### config.mk
export PLATFORM = sky130hd
export DESIGN_NAME = scoreboard_top
export DESIGN_NICKNAME = d
export VERILOG_FILES = /design/src/hw/sb_pkg.sv /design/src/hw/sb_clobber.sv /design/src/hw/sb_ctrl.sv /design/src/hw/sb_entry_store.sv /design/src/hw/sb_operand_fwd.sv /design/src/hw/scoreboard_top.sv
export SDC_FILE = /design/constraint.sdc
export NUM_CORES = 2
export LEC_CHECK = 0
export BUFFER_PORTS_ARGS = -buffer_cell sky130_fd_sc_hd__buf_2
export CAP_MARGIN = 20
export CORE_MARGIN = 2
export CORE_UTILIZATION = 65
export CTS_CLUSTER_DIAMETER = 80
export CTS_CLUSTER_SIZE = 40
export DETAILED_ROUTE_END_ITERATION = 6
export PLACE_DENSITY_LB_ADDON = 0.25
export SKIP_LAST_GASP = 1
export SLEW_MARGIN = 20
export SYNTH_ARGS = -nofsm -noshare
export SYNTH_HDL_FRONTEND = slang
export SYNTH_HIERARCHICAL = 1
export SYNTH_SLANG_ARGS = --single-unit
### constraint.sdc
create_clock -name clk_i -period 7.53 [get_ports clk_i]
set_clock_uncertainty 0.05 [all_clocks]
set_input_delay 0 -clock clk_i [delete_from_list [all_inputs] [get_ports clk_i]]
set_output_delay 0 -clock clk_i [all_outputs]
set_load 0.05 [all_outputs]
### src/hw/sb_pkg.sv
// shared widths, functional-unit encoding and record types, imported by every scoreboard module
package sb_pkg;

  // --------------------
  // sizes
  // --------------------
  // register data width
  localparam int unsigned XLEN            = 32;
  // queue depth, power of two so trans ids wrap cleanly
  localparam int unsigned NR_ENTRIES      = 8;
  localparam int unsigned TRANS_ID_BITS   = $clog2(NR_ENTRIES);
  // in-order commit width
  localparam int unsigned NR_COMMIT_PORTS = 2;
  // architectural register file
  localparam int unsigned REG_ADDR_BITS   = 5;
  localparam int unsigned NR_REGS         = 2 ** REG_ADDR_BITS;

  // --------------------
  // base types
  // --------------------
  typedef logic [XLEN-1:0]          xlen_t;
  typedef logic [REG_ADDR_BITS-1:0] reg_addr_t;
  typedef logic [TRANS_ID_BITS-1:0] trans_id_t;
  // extra top bit flags a full queue
  typedef logic [TRANS_ID_BITS:0]   cnt_t;

  // unit that will produce the result, FU_NONE finishes on its own
  typedef enum logic [2:0] {
    FU_NONE,
    FU_ALU,
    FU_LOAD,
    FU_STORE,
    FU_MULT,
    FU_BRANCH
  } fu_t;

  // --------------------
  // records
  // --------------------
  // one tracked instruction
  typedef struct packed {
    fu_t       fu;
    reg_addr_t rd;
    xlen_t     result;
    logic      valid;     // result present
    logic      ex_valid;  // unit reported an exception
    trans_id_t trans_id;
  } sb_entry_t;

  // queue slot, issued marks it occupied
  typedef struct packed {
    logic      issued;
    sb_entry_t entry;
  } sb_slot_t;

  // result bus from one functional unit
  typedef struct packed {
    logic      valid;
    trans_id_t trans_id;
    xlen_t     data;
    logic      ex_valid;
  } wb_port_t;

endpackage

### src/hw/sb_clobber.sv
// per-register table of the unit that will write it next, read by issue to hold back hazards
`timescale 1ns/100ps

module sb_clobber import sb_pkg::*; (
  input  sb_slot_t [NR_ENTRIES-1:0] slots_i,
  output fu_t      [NR_REGS-1:0]    rd_clobber_o
);

  // one request bit per register and slot
  logic [NR_REGS-1:0][NR_ENTRIES-1:0] clobber_req;

  // --------------------
  // requests
  // --------------------
  always_comb begin
    clobber_req = '0;
    for (int unsigned r = 0; r < NR_REGS; r++) begin
      for (int unsigned i = 0; i < NR_ENTRIES; i++) begin
        clobber_req[r][i] = slots_i[i].issued &&
                            (slots_i[i].entry.rd == reg_addr_t'(r));
      end
    end
    // x0 is never written
    clobber_req[0] = '0;
  end

  // --------------------
  // fixed priority
  // --------------------
  always_comb begin
    for (int unsigned r = 0; r < NR_REGS; r++) begin
      // no request leaves the register free
      rd_clobber_o[r] = FU_NONE;
      // walk from the top so the lowest slot index wins
      for (int i = NR_ENTRIES - 1; i >= 0; i--) begin
        if (clobber_req[r][i]) begin
          rd_clobber_o[r] = slots_i[i].entry.fu;
        end
      end
    end
  end

endmodule

### src/hw/sb_ctrl.sv
// queue pointers and occupancy for the scoreboard, decides when decode may issue and how far commit moves
`timescale 1ns/100ps

module sb_ctrl import sb_pkg::*; (
  input  logic                       clk_i,
  input  logic                       rst_ni,
  input  logic                       flush_i,
  input  logic                       decoded_valid_i,
  input  logic                       unresolved_branch_i,
  input  logic                       issue_ack_i,
  input  logic [NR_COMMIT_PORTS-1:0] commit_ack_i,
  output logic                       issue_en_o,
  output trans_id_t                  issue_ptr_o,
  output trans_id_t                  commit_ptr_o,
  output trans_id_t                  decoded_ptr_o,
  output logic                       issue_valid_o,
  output logic                       decoded_ack_o,
  output logic                       full_o
);

  trans_id_t issue_ptr_q, issue_ptr_n;
  trans_id_t commit_ptr_q, commit_ptr_n;
  cnt_t      cnt_q, cnt_n;
  cnt_t      num_commit;

  // --------------------
  // issue gating
  // --------------------
  // depth is a power of two, so the count msb alone means full
  assign full_o = cnt_q[TRANS_ID_BITS];

  // hold back while a branch is unresolved or no slot is free
  assign issue_valid_o = decoded_valid_i & ~unresolved_branch_i & ~full_o;
  assign decoded_ack_o = issue_ack_i & ~full_o;

  // handshake done, the record goes into the slot at the issue pointer
  assign issue_en_o = decoded_valid_i & decoded_ack_o;

  // --------------------
  // commit count
  // --------------------
  // commit acks are in order, so their sum is how far the pointer moves
  always_comb begin
    num_commit = '0;
    for (int unsigned i = 0; i < NR_COMMIT_PORTS; i++) begin
      num_commit = num_commit + cnt_t'(commit_ack_i[i]);
    end
  end

  // --------------------
  // next state
  // --------------------
  always_comb begin
    issue_ptr_n  = issue_ptr_q + trans_id_t'(issue_en_o);
    commit_ptr_n = commit_ptr_q + trans_id_t'(num_commit);
    cnt_n        = cnt_q - num_commit + cnt_t'(issue_en_o);
    // flush overrides any issue or commit in the same cycle
    if (flush_i) begin
      issue_ptr_n  = '0;
      commit_ptr_n = '0;
      cnt_n        = '0;
    end
  end

  always_ff @(posedge clk_i or negedge rst_ni) begin
    if (!rst_ni) begin
      issue_ptr_q  <= '0;
      commit_ptr_q <= '0;
      cnt_q        <= '0;
    end else begin
      issue_ptr_q  <= issue_ptr_n;
      commit_ptr_q <= commit_ptr_n;
      cnt_q        <= cnt_n;
    end
  end

  assign issue_ptr_o   = issue_ptr_q;
  assign commit_ptr_o  = commit_ptr_q;
  // decode sees the id its next instruction will get
  assign decoded_ptr_o = issue_ptr_n;

endmodule

### src/hw/sb_entry_store.sv
// slot array of the scoreboard, written by issue, write-back and commit and read by all other blocks
`timescale 1ns/100ps

module sb_entry_store import sb_pkg::*; #(
  parameter int unsigned NrWbPorts = 2
) (
  input  logic                                  clk_i,
  input  logic                                  rst_ni,
  input  logic                                  flush_i,
  input  logic                                  issue_en_i,
  input  trans_id_t                             issue_ptr_i,
  input  sb_entry_t                             decoded_instr_i,
  input  wb_port_t  [NrWbPorts-1:0]             wb_i,
  input  trans_id_t                             commit_ptr_i,
  input  logic      [NR_COMMIT_PORTS-1:0]       commit_ack_i,
  output sb_slot_t  [NR_ENTRIES-1:0]            slots_o,
  output sb_entry_t [NR_COMMIT_PORTS-1:0]       commit_instr_o
);

  sb_slot_t  [NR_ENTRIES-1:0]      mem_q, mem_n;
  trans_id_t [NR_COMMIT_PORTS-1:0] commit_idx;

  // commit port i looks i slots past the commit pointer, wrapping
  always_comb begin
    for (int unsigned i = 0; i < NR_COMMIT_PORTS; i++) begin
      commit_idx[i] = commit_ptr_i + trans_id_t'(i);
    end
  end

  always_comb begin
    mem_n = mem_q;

    // --------------------
    // issue
    // --------------------
    // result and exception start empty, the slot index is the id
    if (issue_en_i) begin
      mem_n[issue_ptr_i].issued         = 1'b1;
      mem_n[issue_ptr_i].entry          = decoded_instr_i;
      mem_n[issue_ptr_i].entry.valid    = 1'b0;
      mem_n[issue_ptr_i].entry.ex_valid = 1'b0;
      mem_n[issue_ptr_i].entry.trans_id = issue_ptr_i;
    end

    // --------------------
    // fu none
    // --------------------
    // nothing will write these back, finish them one cycle after they land
    for (int unsigned i = 0; i < NR_ENTRIES; i++) begin
      if (mem_q[i].issued && mem_q[i].entry.fu == FU_NONE) begin
        mem_n[i].entry.valid = 1'b1;
      end
    end

    // --------------------
    // write-back
    // --------------------
    // a unit may still answer for a slot freed by flush, drop that
    for (int unsigned k = 0; k < NrWbPorts; k++) begin
      if (wb_i[k].valid && mem_q[wb_i[k].trans_id].issued) begin
        mem_n[wb_i[k].trans_id].entry.valid    = 1'b1;
        mem_n[wb_i[k].trans_id].entry.result   = wb_i[k].data;
        mem_n[wb_i[k].trans_id].entry.ex_valid = wb_i[k].ex_valid;
      end
    end

    // --------------------
    // commit
    // --------------------
    // acked instructions leave the queue
    for (int unsigned i = 0; i < NR_COMMIT_PORTS; i++) begin
      if (commit_ack_i[i]) begin
        mem_n[commit_idx[i]].issued         = 1'b0;
        mem_n[commit_idx[i]].entry.valid    = 1'b0;
        mem_n[commit_idx[i]].entry.ex_valid = 1'b0;
      end
    end

    // flush last so it wins over everything above
    if (flush_i) begin
      for (int unsigned i = 0; i < NR_ENTRIES; i++) begin
        mem_n[i].issued         = 1'b0;
        mem_n[i].entry.valid    = 1'b0;
        mem_n[i].entry.ex_valid = 1'b0;
      end
    end
  end

  always_ff @(posedge clk_i or negedge rst_ni) begin
    if (!rst_ni) begin
      mem_q <= '0;
    end else begin
      mem_q <= mem_n;
    end
  end

  // commit views straight from the registered slots
  always_comb begin
    for (int unsigned i = 0; i < NR_COMMIT_PORTS; i++) begin
      commit_instr_o[i]          = mem_q[commit_idx[i]].entry;
      commit_instr_o[i].trans_id = commit_idx[i];
    end
  end

  assign slots_o = mem_q;

endmodule

### src/hw/sb_operand_fwd.sv
// register-file style lookup that forwards rs1 and rs2 from results not yet committed
`timescale 1ns/100ps

module sb_operand_fwd import sb_pkg::*; #(
  parameter int unsigned NrWbPorts = 2
) (
  input  sb_slot_t [NR_ENTRIES-1:0] slots_i,
  input  wb_port_t [NrWbPorts-1:0]  wb_i,
  input  reg_addr_t                 rs1_i,
  input  reg_addr_t                 rs2_i,
  output xlen_t                     rs1_o,
  output xlen_t                     rs2_o,
  output logic                      rs1_valid_o,
  output logic                      rs2_valid_o
);

  // write-back ports sit below the slots, so they take priority
  localparam int unsigned NumReq = NrWbPorts + NR_ENTRIES;

  typedef struct packed {
    logic  valid;
    xlen_t data;
  } fwd_sel_t;

  logic  [NumReq-1:0] rs1_req, rs2_req;
  xlen_t [NumReq-1:0] fwd_data;
  fwd_sel_t           rs1_sel, rs2_sel;

  // lowest set request wins, scanned from the top
  function automatic fwd_sel_t pick(input logic [NumReq-1:0] req,
                                    input xlen_t [NumReq-1:0] data);
    fwd_sel_t sel;
    sel = '0;
    for (int i = NumReq - 1; i >= 0; i--) begin
      if (req[i]) begin
        sel.valid = 1'b1;
        sel.data  = data[i];
      end
    end
    return sel;
  endfunction

  // --------------------
  // match requests
  // --------------------
  always_comb begin
    // results on the bus this cycle, exceptions carry no usable data
    for (int unsigned k = 0; k < NrWbPorts; k++) begin
      rs1_req[k]  = wb_i[k].valid && !wb_i[k].ex_valid &&
                    (slots_i[wb_i[k].trans_id].entry.rd == rs1_i);
      rs2_req[k]  = wb_i[k].valid && !wb_i[k].ex_valid &&
                    (slots_i[wb_i[k].trans_id].entry.rd == rs2_i);
      fwd_data[k] = wb_i[k].data;
    end
    // finished slots still waiting for commit
    for (int unsigned i = 0; i < NR_ENTRIES; i++) begin
      rs1_req[NrWbPorts+i]  = slots_i[i].issued && slots_i[i].entry.valid &&
                              (slots_i[i].entry.rd == rs1_i);
      rs2_req[NrWbPorts+i]  = slots_i[i].issued && slots_i[i].entry.valid &&
                              (slots_i[i].entry.rd == rs2_i);
      fwd_data[NrWbPorts+i] = slots_i[i].entry.result;
    end
  end

  // --------------------
  // select
  // --------------------
  assign rs1_sel = pick(rs1_req, fwd_data);
  assign rs2_sel = pick(rs2_req, fwd_data);

  assign rs1_o = rs1_sel.data;
  assign rs2_o = rs2_sel.data;
  // x0 reads as the register file's zero, never forwarded
  assign rs1_valid_o = rs1_sel.valid & (|rs1_i);
  assign rs2_valid_o = rs2_sel.valid & (|rs2_i);

endmodule

### src/hw/scoreboard_top.sv
// instruction scoreboard top, tracks issued instructions from decode to in-order commit
`timescale 1ns/100ps

module scoreboard_top import sb_pkg::*; #(
  parameter int unsigned NrWbPorts = 2
) (
  input  logic                            clk_i,
  input  logic                            rst_ni,
  input  logic                            flush_i,
  // decode side
  input  sb_entry_t                       decoded_instr_i,
  input  logic                            decoded_valid_i,
  output logic                            decoded_ack_o,
  output trans_id_t                       decoded_ptr_o,
  // issue side
  output sb_entry_t                       issue_instr_o,
  output logic                            issue_valid_o,
  input  logic                            issue_ack_i,
  input  logic                            unresolved_branch_i,
  output logic                            sb_full_o,
  // write-back side
  input  wb_port_t  [NrWbPorts-1:0]       wb_i,
  // commit side
  output sb_entry_t [NR_COMMIT_PORTS-1:0] commit_instr_o,
  input  logic      [NR_COMMIT_PORTS-1:0] commit_ack_i,
  // hazard and operand side
  output fu_t       [NR_REGS-1:0]         rd_clobber_o,
  input  reg_addr_t                       rs1_i,
  output xlen_t                           rs1_o,
  output logic                            rs1_valid_o,
  input  reg_addr_t                       rs2_i,
  output xlen_t                           rs2_o,
  output logic                            rs2_valid_o
);

  logic                      issue_en;
  trans_id_t                 issue_ptr;
  trans_id_t                 commit_ptr;
  sb_slot_t [NR_ENTRIES-1:0] slots;

  // issue sees the decoded record tagged with its future slot
  assign issue_instr_o = '{fu:       decoded_instr_i.fu,
                           rd:       decoded_instr_i.rd,
                           result:   decoded_instr_i.result,
                           valid:    decoded_instr_i.valid,
                           ex_valid: decoded_instr_i.ex_valid,
                           trans_id: issue_ptr};

  // --------------------
  // control
  // --------------------
  sb_ctrl u_ctrl (
    .clk_i               (clk_i),
    .rst_ni              (rst_ni),
    .flush_i             (flush_i),
    .decoded_valid_i     (decoded_valid_i),
    .unresolved_branch_i (unresolved_branch_i),
    .issue_ack_i         (issue_ack_i),
    .commit_ack_i        (commit_ack_i),
    .issue_en_o          (issue_en),
    .issue_ptr_o         (issue_ptr),
    .commit_ptr_o        (commit_ptr),
    .decoded_ptr_o       (decoded_ptr_o),
    .issue_valid_o       (issue_valid_o),
    .decoded_ack_o       (decoded_ack_o),
    .full_o              (sb_full_o)
  );

  // --------------------
  // datapath
  // --------------------
  sb_entry_store #(
    .NrWbPorts (NrWbPorts)
  ) u_store (
    .clk_i           (clk_i),
    .rst_ni          (rst_ni),
    .flush_i         (flush_i),
    .issue_en_i      (issue_en),
    .issue_ptr_i     (issue_ptr),
    .decoded_instr_i (decoded_instr_i),
    .wb_i            (wb_i),
    .commit_ptr_i    (commit_ptr),
    .commit_ack_i    (commit_ack_i),
    .slots_o         (slots),
    .commit_instr_o  (commit_instr_o)
  );

  sb_clobber u_clobber (
    .slots_i      (slots),
    .rd_clobber_o (rd_clobber_o)
  );

  sb_operand_fwd #(
    .NrWbPorts (NrWbPorts)
  ) u_fwd (
    .slots_i     (slots),
    .wb_i        (wb_i),
    .rs1_i       (rs1_i),
    .rs2_i       (rs2_i),
    .rs1_o       (rs1_o),
    .rs2_o       (rs2_o),
    .rs1_valid_o (rs1_valid_o),
    .rs2_valid_o (rs2_valid_o)
  );

endmodule

==> results of run 1 <==
[what timing repair did]
item | in CTS
hold buffers | 161
hold endpoints to repair | 418
setup endpoints to repair | 0
[per-stage QoR]
step,worst slack (ns),instances
after floorplan,4.33,5336
after detailed placement,2.57,6098
after CTS,1.90,6304
after global placement,2.71,6097
[layer usage]
layer | global-route usage, % | overflow
met3 | 75.5 | 52
met4 | 83.0 | 162
met2 | 95.3 | 198
met5 | 49.4 | 10
met1 | 86.2 | 71
==> flow_summary_export.csv, run 1 <==
group,metric,value,unit
outcome,run_status,"stopped before the end",
logic_synthesis,yosys_warnings,6,
outcome,failing_step,"global routing (5_1_grt)",
placement,placed_area,44800,sq um
clock_tree,cts-htree-levels,1,
logic_synthesis,syn-mean-instance-area,8.09,sq um
global_route,grt_pass1_vias,62300,
floorplan,std_cell_rows,94,
logic_synthesis,syn-instance-count,5334,
floorplan,die_w,262,microns
global_route,grt_pass1_wl,435,mm
clock_tree,cts.path.max_buffers,3,
global_route,grt.total_usage,85.0,%
placement,numPortBuffers,429,
logic_synthesis,netlist_area,43200,sq um
clock_tree,post_cts_buffers,0,
placement,place_hpwl,153,mm
floorplan,die_h,262,microns
clock_tree,cts_buffers,25,
global_route,grt_start_max_net_pins,157,
placement,gp_congestion,1.14,
outcome,error,"[ERROR GRT-0116] Global routing finished with congestion. Check the congestion regions in the DRC Viewer.",
floorplan,start_util,65.7,%
clock_tree,ctsResizeCount,0,
floorplan,ios,440,
global_route,gr-total-overflow,493,
clock_tree,root_buffer,"clkbuf_16",
==> run 2: changes to the inputs <==
CORE_UTILIZATION = 40   (was 65)
CTS_CLUSTER_DIAMETER = default   (was 80)
CTS_CLUSTER_SIZE = default   (was 40)
PLACE_DENSITY_LB_ADDON = 0.15   (was 0.25)
==> flow_summary_export.csv, run 2 <==
group,metric,value,unit
sta,finalSetupViolations,0,
route,met2WireLength,105,mm
job,cap_violations,0,
worst_setup_path,critPathKind,"flip-flop to primary output",
global_route,grt_start_max_net_pins,130,
sta,max_freq,0.170,GHz
global_route,grt_pass1_vias,47900,
route,wl_met1,90.7,mm
sta,rsz0062_at_grt,"false",
finish,mostFrequentLayoutCells,"nand2_1 (603), nor2_1 (439), buf_2 (426)",
finish,area_delta_synth_final,13.0,%
floorplan,start_util,40.3,%
pwr,total_power,11.0,mW
worst_setup_path,cp.arrival,5.82,ns
route,wire_per_inst,37.2,microns
logic_synthesis,netlist_area,43200,sq um
placement,numPortBuffers,429,
route,drtPass1Iterations,7,
global_route,gr-total-overflow,0,
worst_setup_path,worstPathMaxFanout,34,
sta,tns,0,ns
pwr,p_leak,20.3,nW
clock_tree,ctsResizeCount,0,
route,viasPerCell,7.58,
route,via_count,52300,
clock_tree,root_buffer,"clkbuf_16",
clock_tree,cts_buffers,44,
floorplan,core,107000,sq um
worst_setup_path,required,7.48,ns
pwr,p_sw,5.30,mW
floorplan,std_cell_rows,120,
placement,placedCellCount,6633,
pwr,sequentialPowerShare,28.3,%
clock_tree,cts.path.max_buffers,3,
route,highest_layer,"met5",
pwr,ir_worst_vdd,219,uV
floorplan,dieArea,111000,sq um
floorplan,die_w,333,microns
route,ant_nets,0,
logic_synthesis,syn-instance-count,5334,
clock_tree,cts-htree-levels,2,
outcome,violations,"design-rule violations, negative hold slack",
sta,period_share,78.0,%
finish,nFillCells,10600,
sta,whs,-0.0231,ns
clock_tree,insertion_delay,0.61,ns
clock_tree,cts_sinks,354,
outcome,run_status,"finished with violations",
finish,final_common_cell,"nand2_1",
logic_synthesis,yosys_warnings,6,
sta,slew_viol_final,0,
placement,place_hpwl,158,mm
placement,gp_congestion,1.11,
finish,drive_gt1_share,21.6,%
route,drt-initial-drc-count,9376,
global_route,grt.total_usage,44.2,%
clock_tree,post_cts_buffers,0,
clock_tree,hold_buffers,171,
route,drc,1,
hold_path,hp-class,"primary input to asynchronous set/reset pin",
pwr,pwr-share-clk,21.2,%
finish,fin_nets,5597,
finish,fin_cells,6890,
worst_setup_path,critPathCaptureType,"primary output",
pwr,p_per_area,225,nW/um^2
sta,hold_viol,11,
pwr,intPower,5.69,mW
floorplan,die_h,333,microns
global_route,grt_pass1_wl,361,mm
sta,worstMarginPinSlew,1.23,ns
sta,slew_headroom,17.7,%
floorplan,ios,440,
pwr,p_comb_share,50.5,%
route,wl,256,mm
worst_setup_path,worst_setup_path_start_kind,"flip-flop",
route,wl_met3,36.5,mm
clock_tree,cts_tree,"built",
pwr,netSwitchingFraction,48.3,%
clock_tree,clk_pin_slew,0.07,ns
global_route,grt_antenna_before_repair,23,
logic_synthesis,syn-mean-instance-area,8.09,sq um
sta,fin_crit,5.87,ns
## run 2: final timing paths
path                                      start                         end  slack (ns)  cells past startpoint
setup / recovery                      flip-flop                   rs2_o[12]        1.66                     11
hold / removal                           rst_ni  asynchronous set/reset pin       -0.02                      2
setup reg to reg           u_store/slots_o[137]        u_store/slots_o[262]        3.13                      6
hold reg to reg                       flip-flop                   flip-flop        0.46                      1
max in group asynchronous                rst_ni      u_ctrl/commit_ptr_o[1]        5.78                      3
min in group clk_i              commit_ack_i[0]        u_store/slots_o[326]        0.02                      4
## run 2: critical path, stage by stage, from the launching register on
cell	delay (ns)
dfrtp_1	0.73
xor2_1	0.14
nor4_1	0.42
and4_2	0.29
buf_4	0.79
o2111ai_4	0.72
buf_4	0.53
nor3_1	0.23
a2111oi_0	0.09
o311ai_1	0.72
o21a_1	0.21
buf_2	0.26
## run 2: routing by layer
metal,global-route usage [%],vias to the layer above
met4,32.9,20
met2,64.4,4963
met1,54.8,25000
met5,0,-
met3,13.8,1337
li1,-,20900
## run 2: area by class of cell
type	instances	area (sq um)	share of cell area [%]
Timing Repair Buffer	753	5060	10.4
Clock buffer	69	1350	2.76
Sequential cell	354	8870	18.2
Inverter	38	143	0.292
Antenna cell	7	17.5	0.0359
Tap cell	1403	1760	3.60
Multi-Input combinational cell	4257	31400	64.4
Clock inverter	9	153	0.313
## run 2: through the flow
step | worst slack [ns] | instance area (sq um) | utilization [%] | hold slack [ns]
after detailed placement | 2.77 | 45500 | 42.5 | -0.0496
after global routing | 1.78 | 48800 | 45.6 | 0.0400
after CTS | 2.08 | 48700 | 45.5 | 0.00147
after global placement | 2.79 | 45500 | 42.5 | -0.0496
final | 1.66 | 48800 | 45.6 | -0.0231
after floorplan | 4.33 | 43200 | - | -0.346
## run 2: power groups by stage
stage	combinational, mW	sequential [mW]	clock (mW)
final	5.54	3.11	2.33
after global routing	5.70	3.17	2.39
after CTS	5.36	3.06	2.32
after detailed placement	5.12	3.10	0
after global placement	5.08	3.08	0
after floorplan	3.69	2.80	0
(Power assumes the default switching activity.)
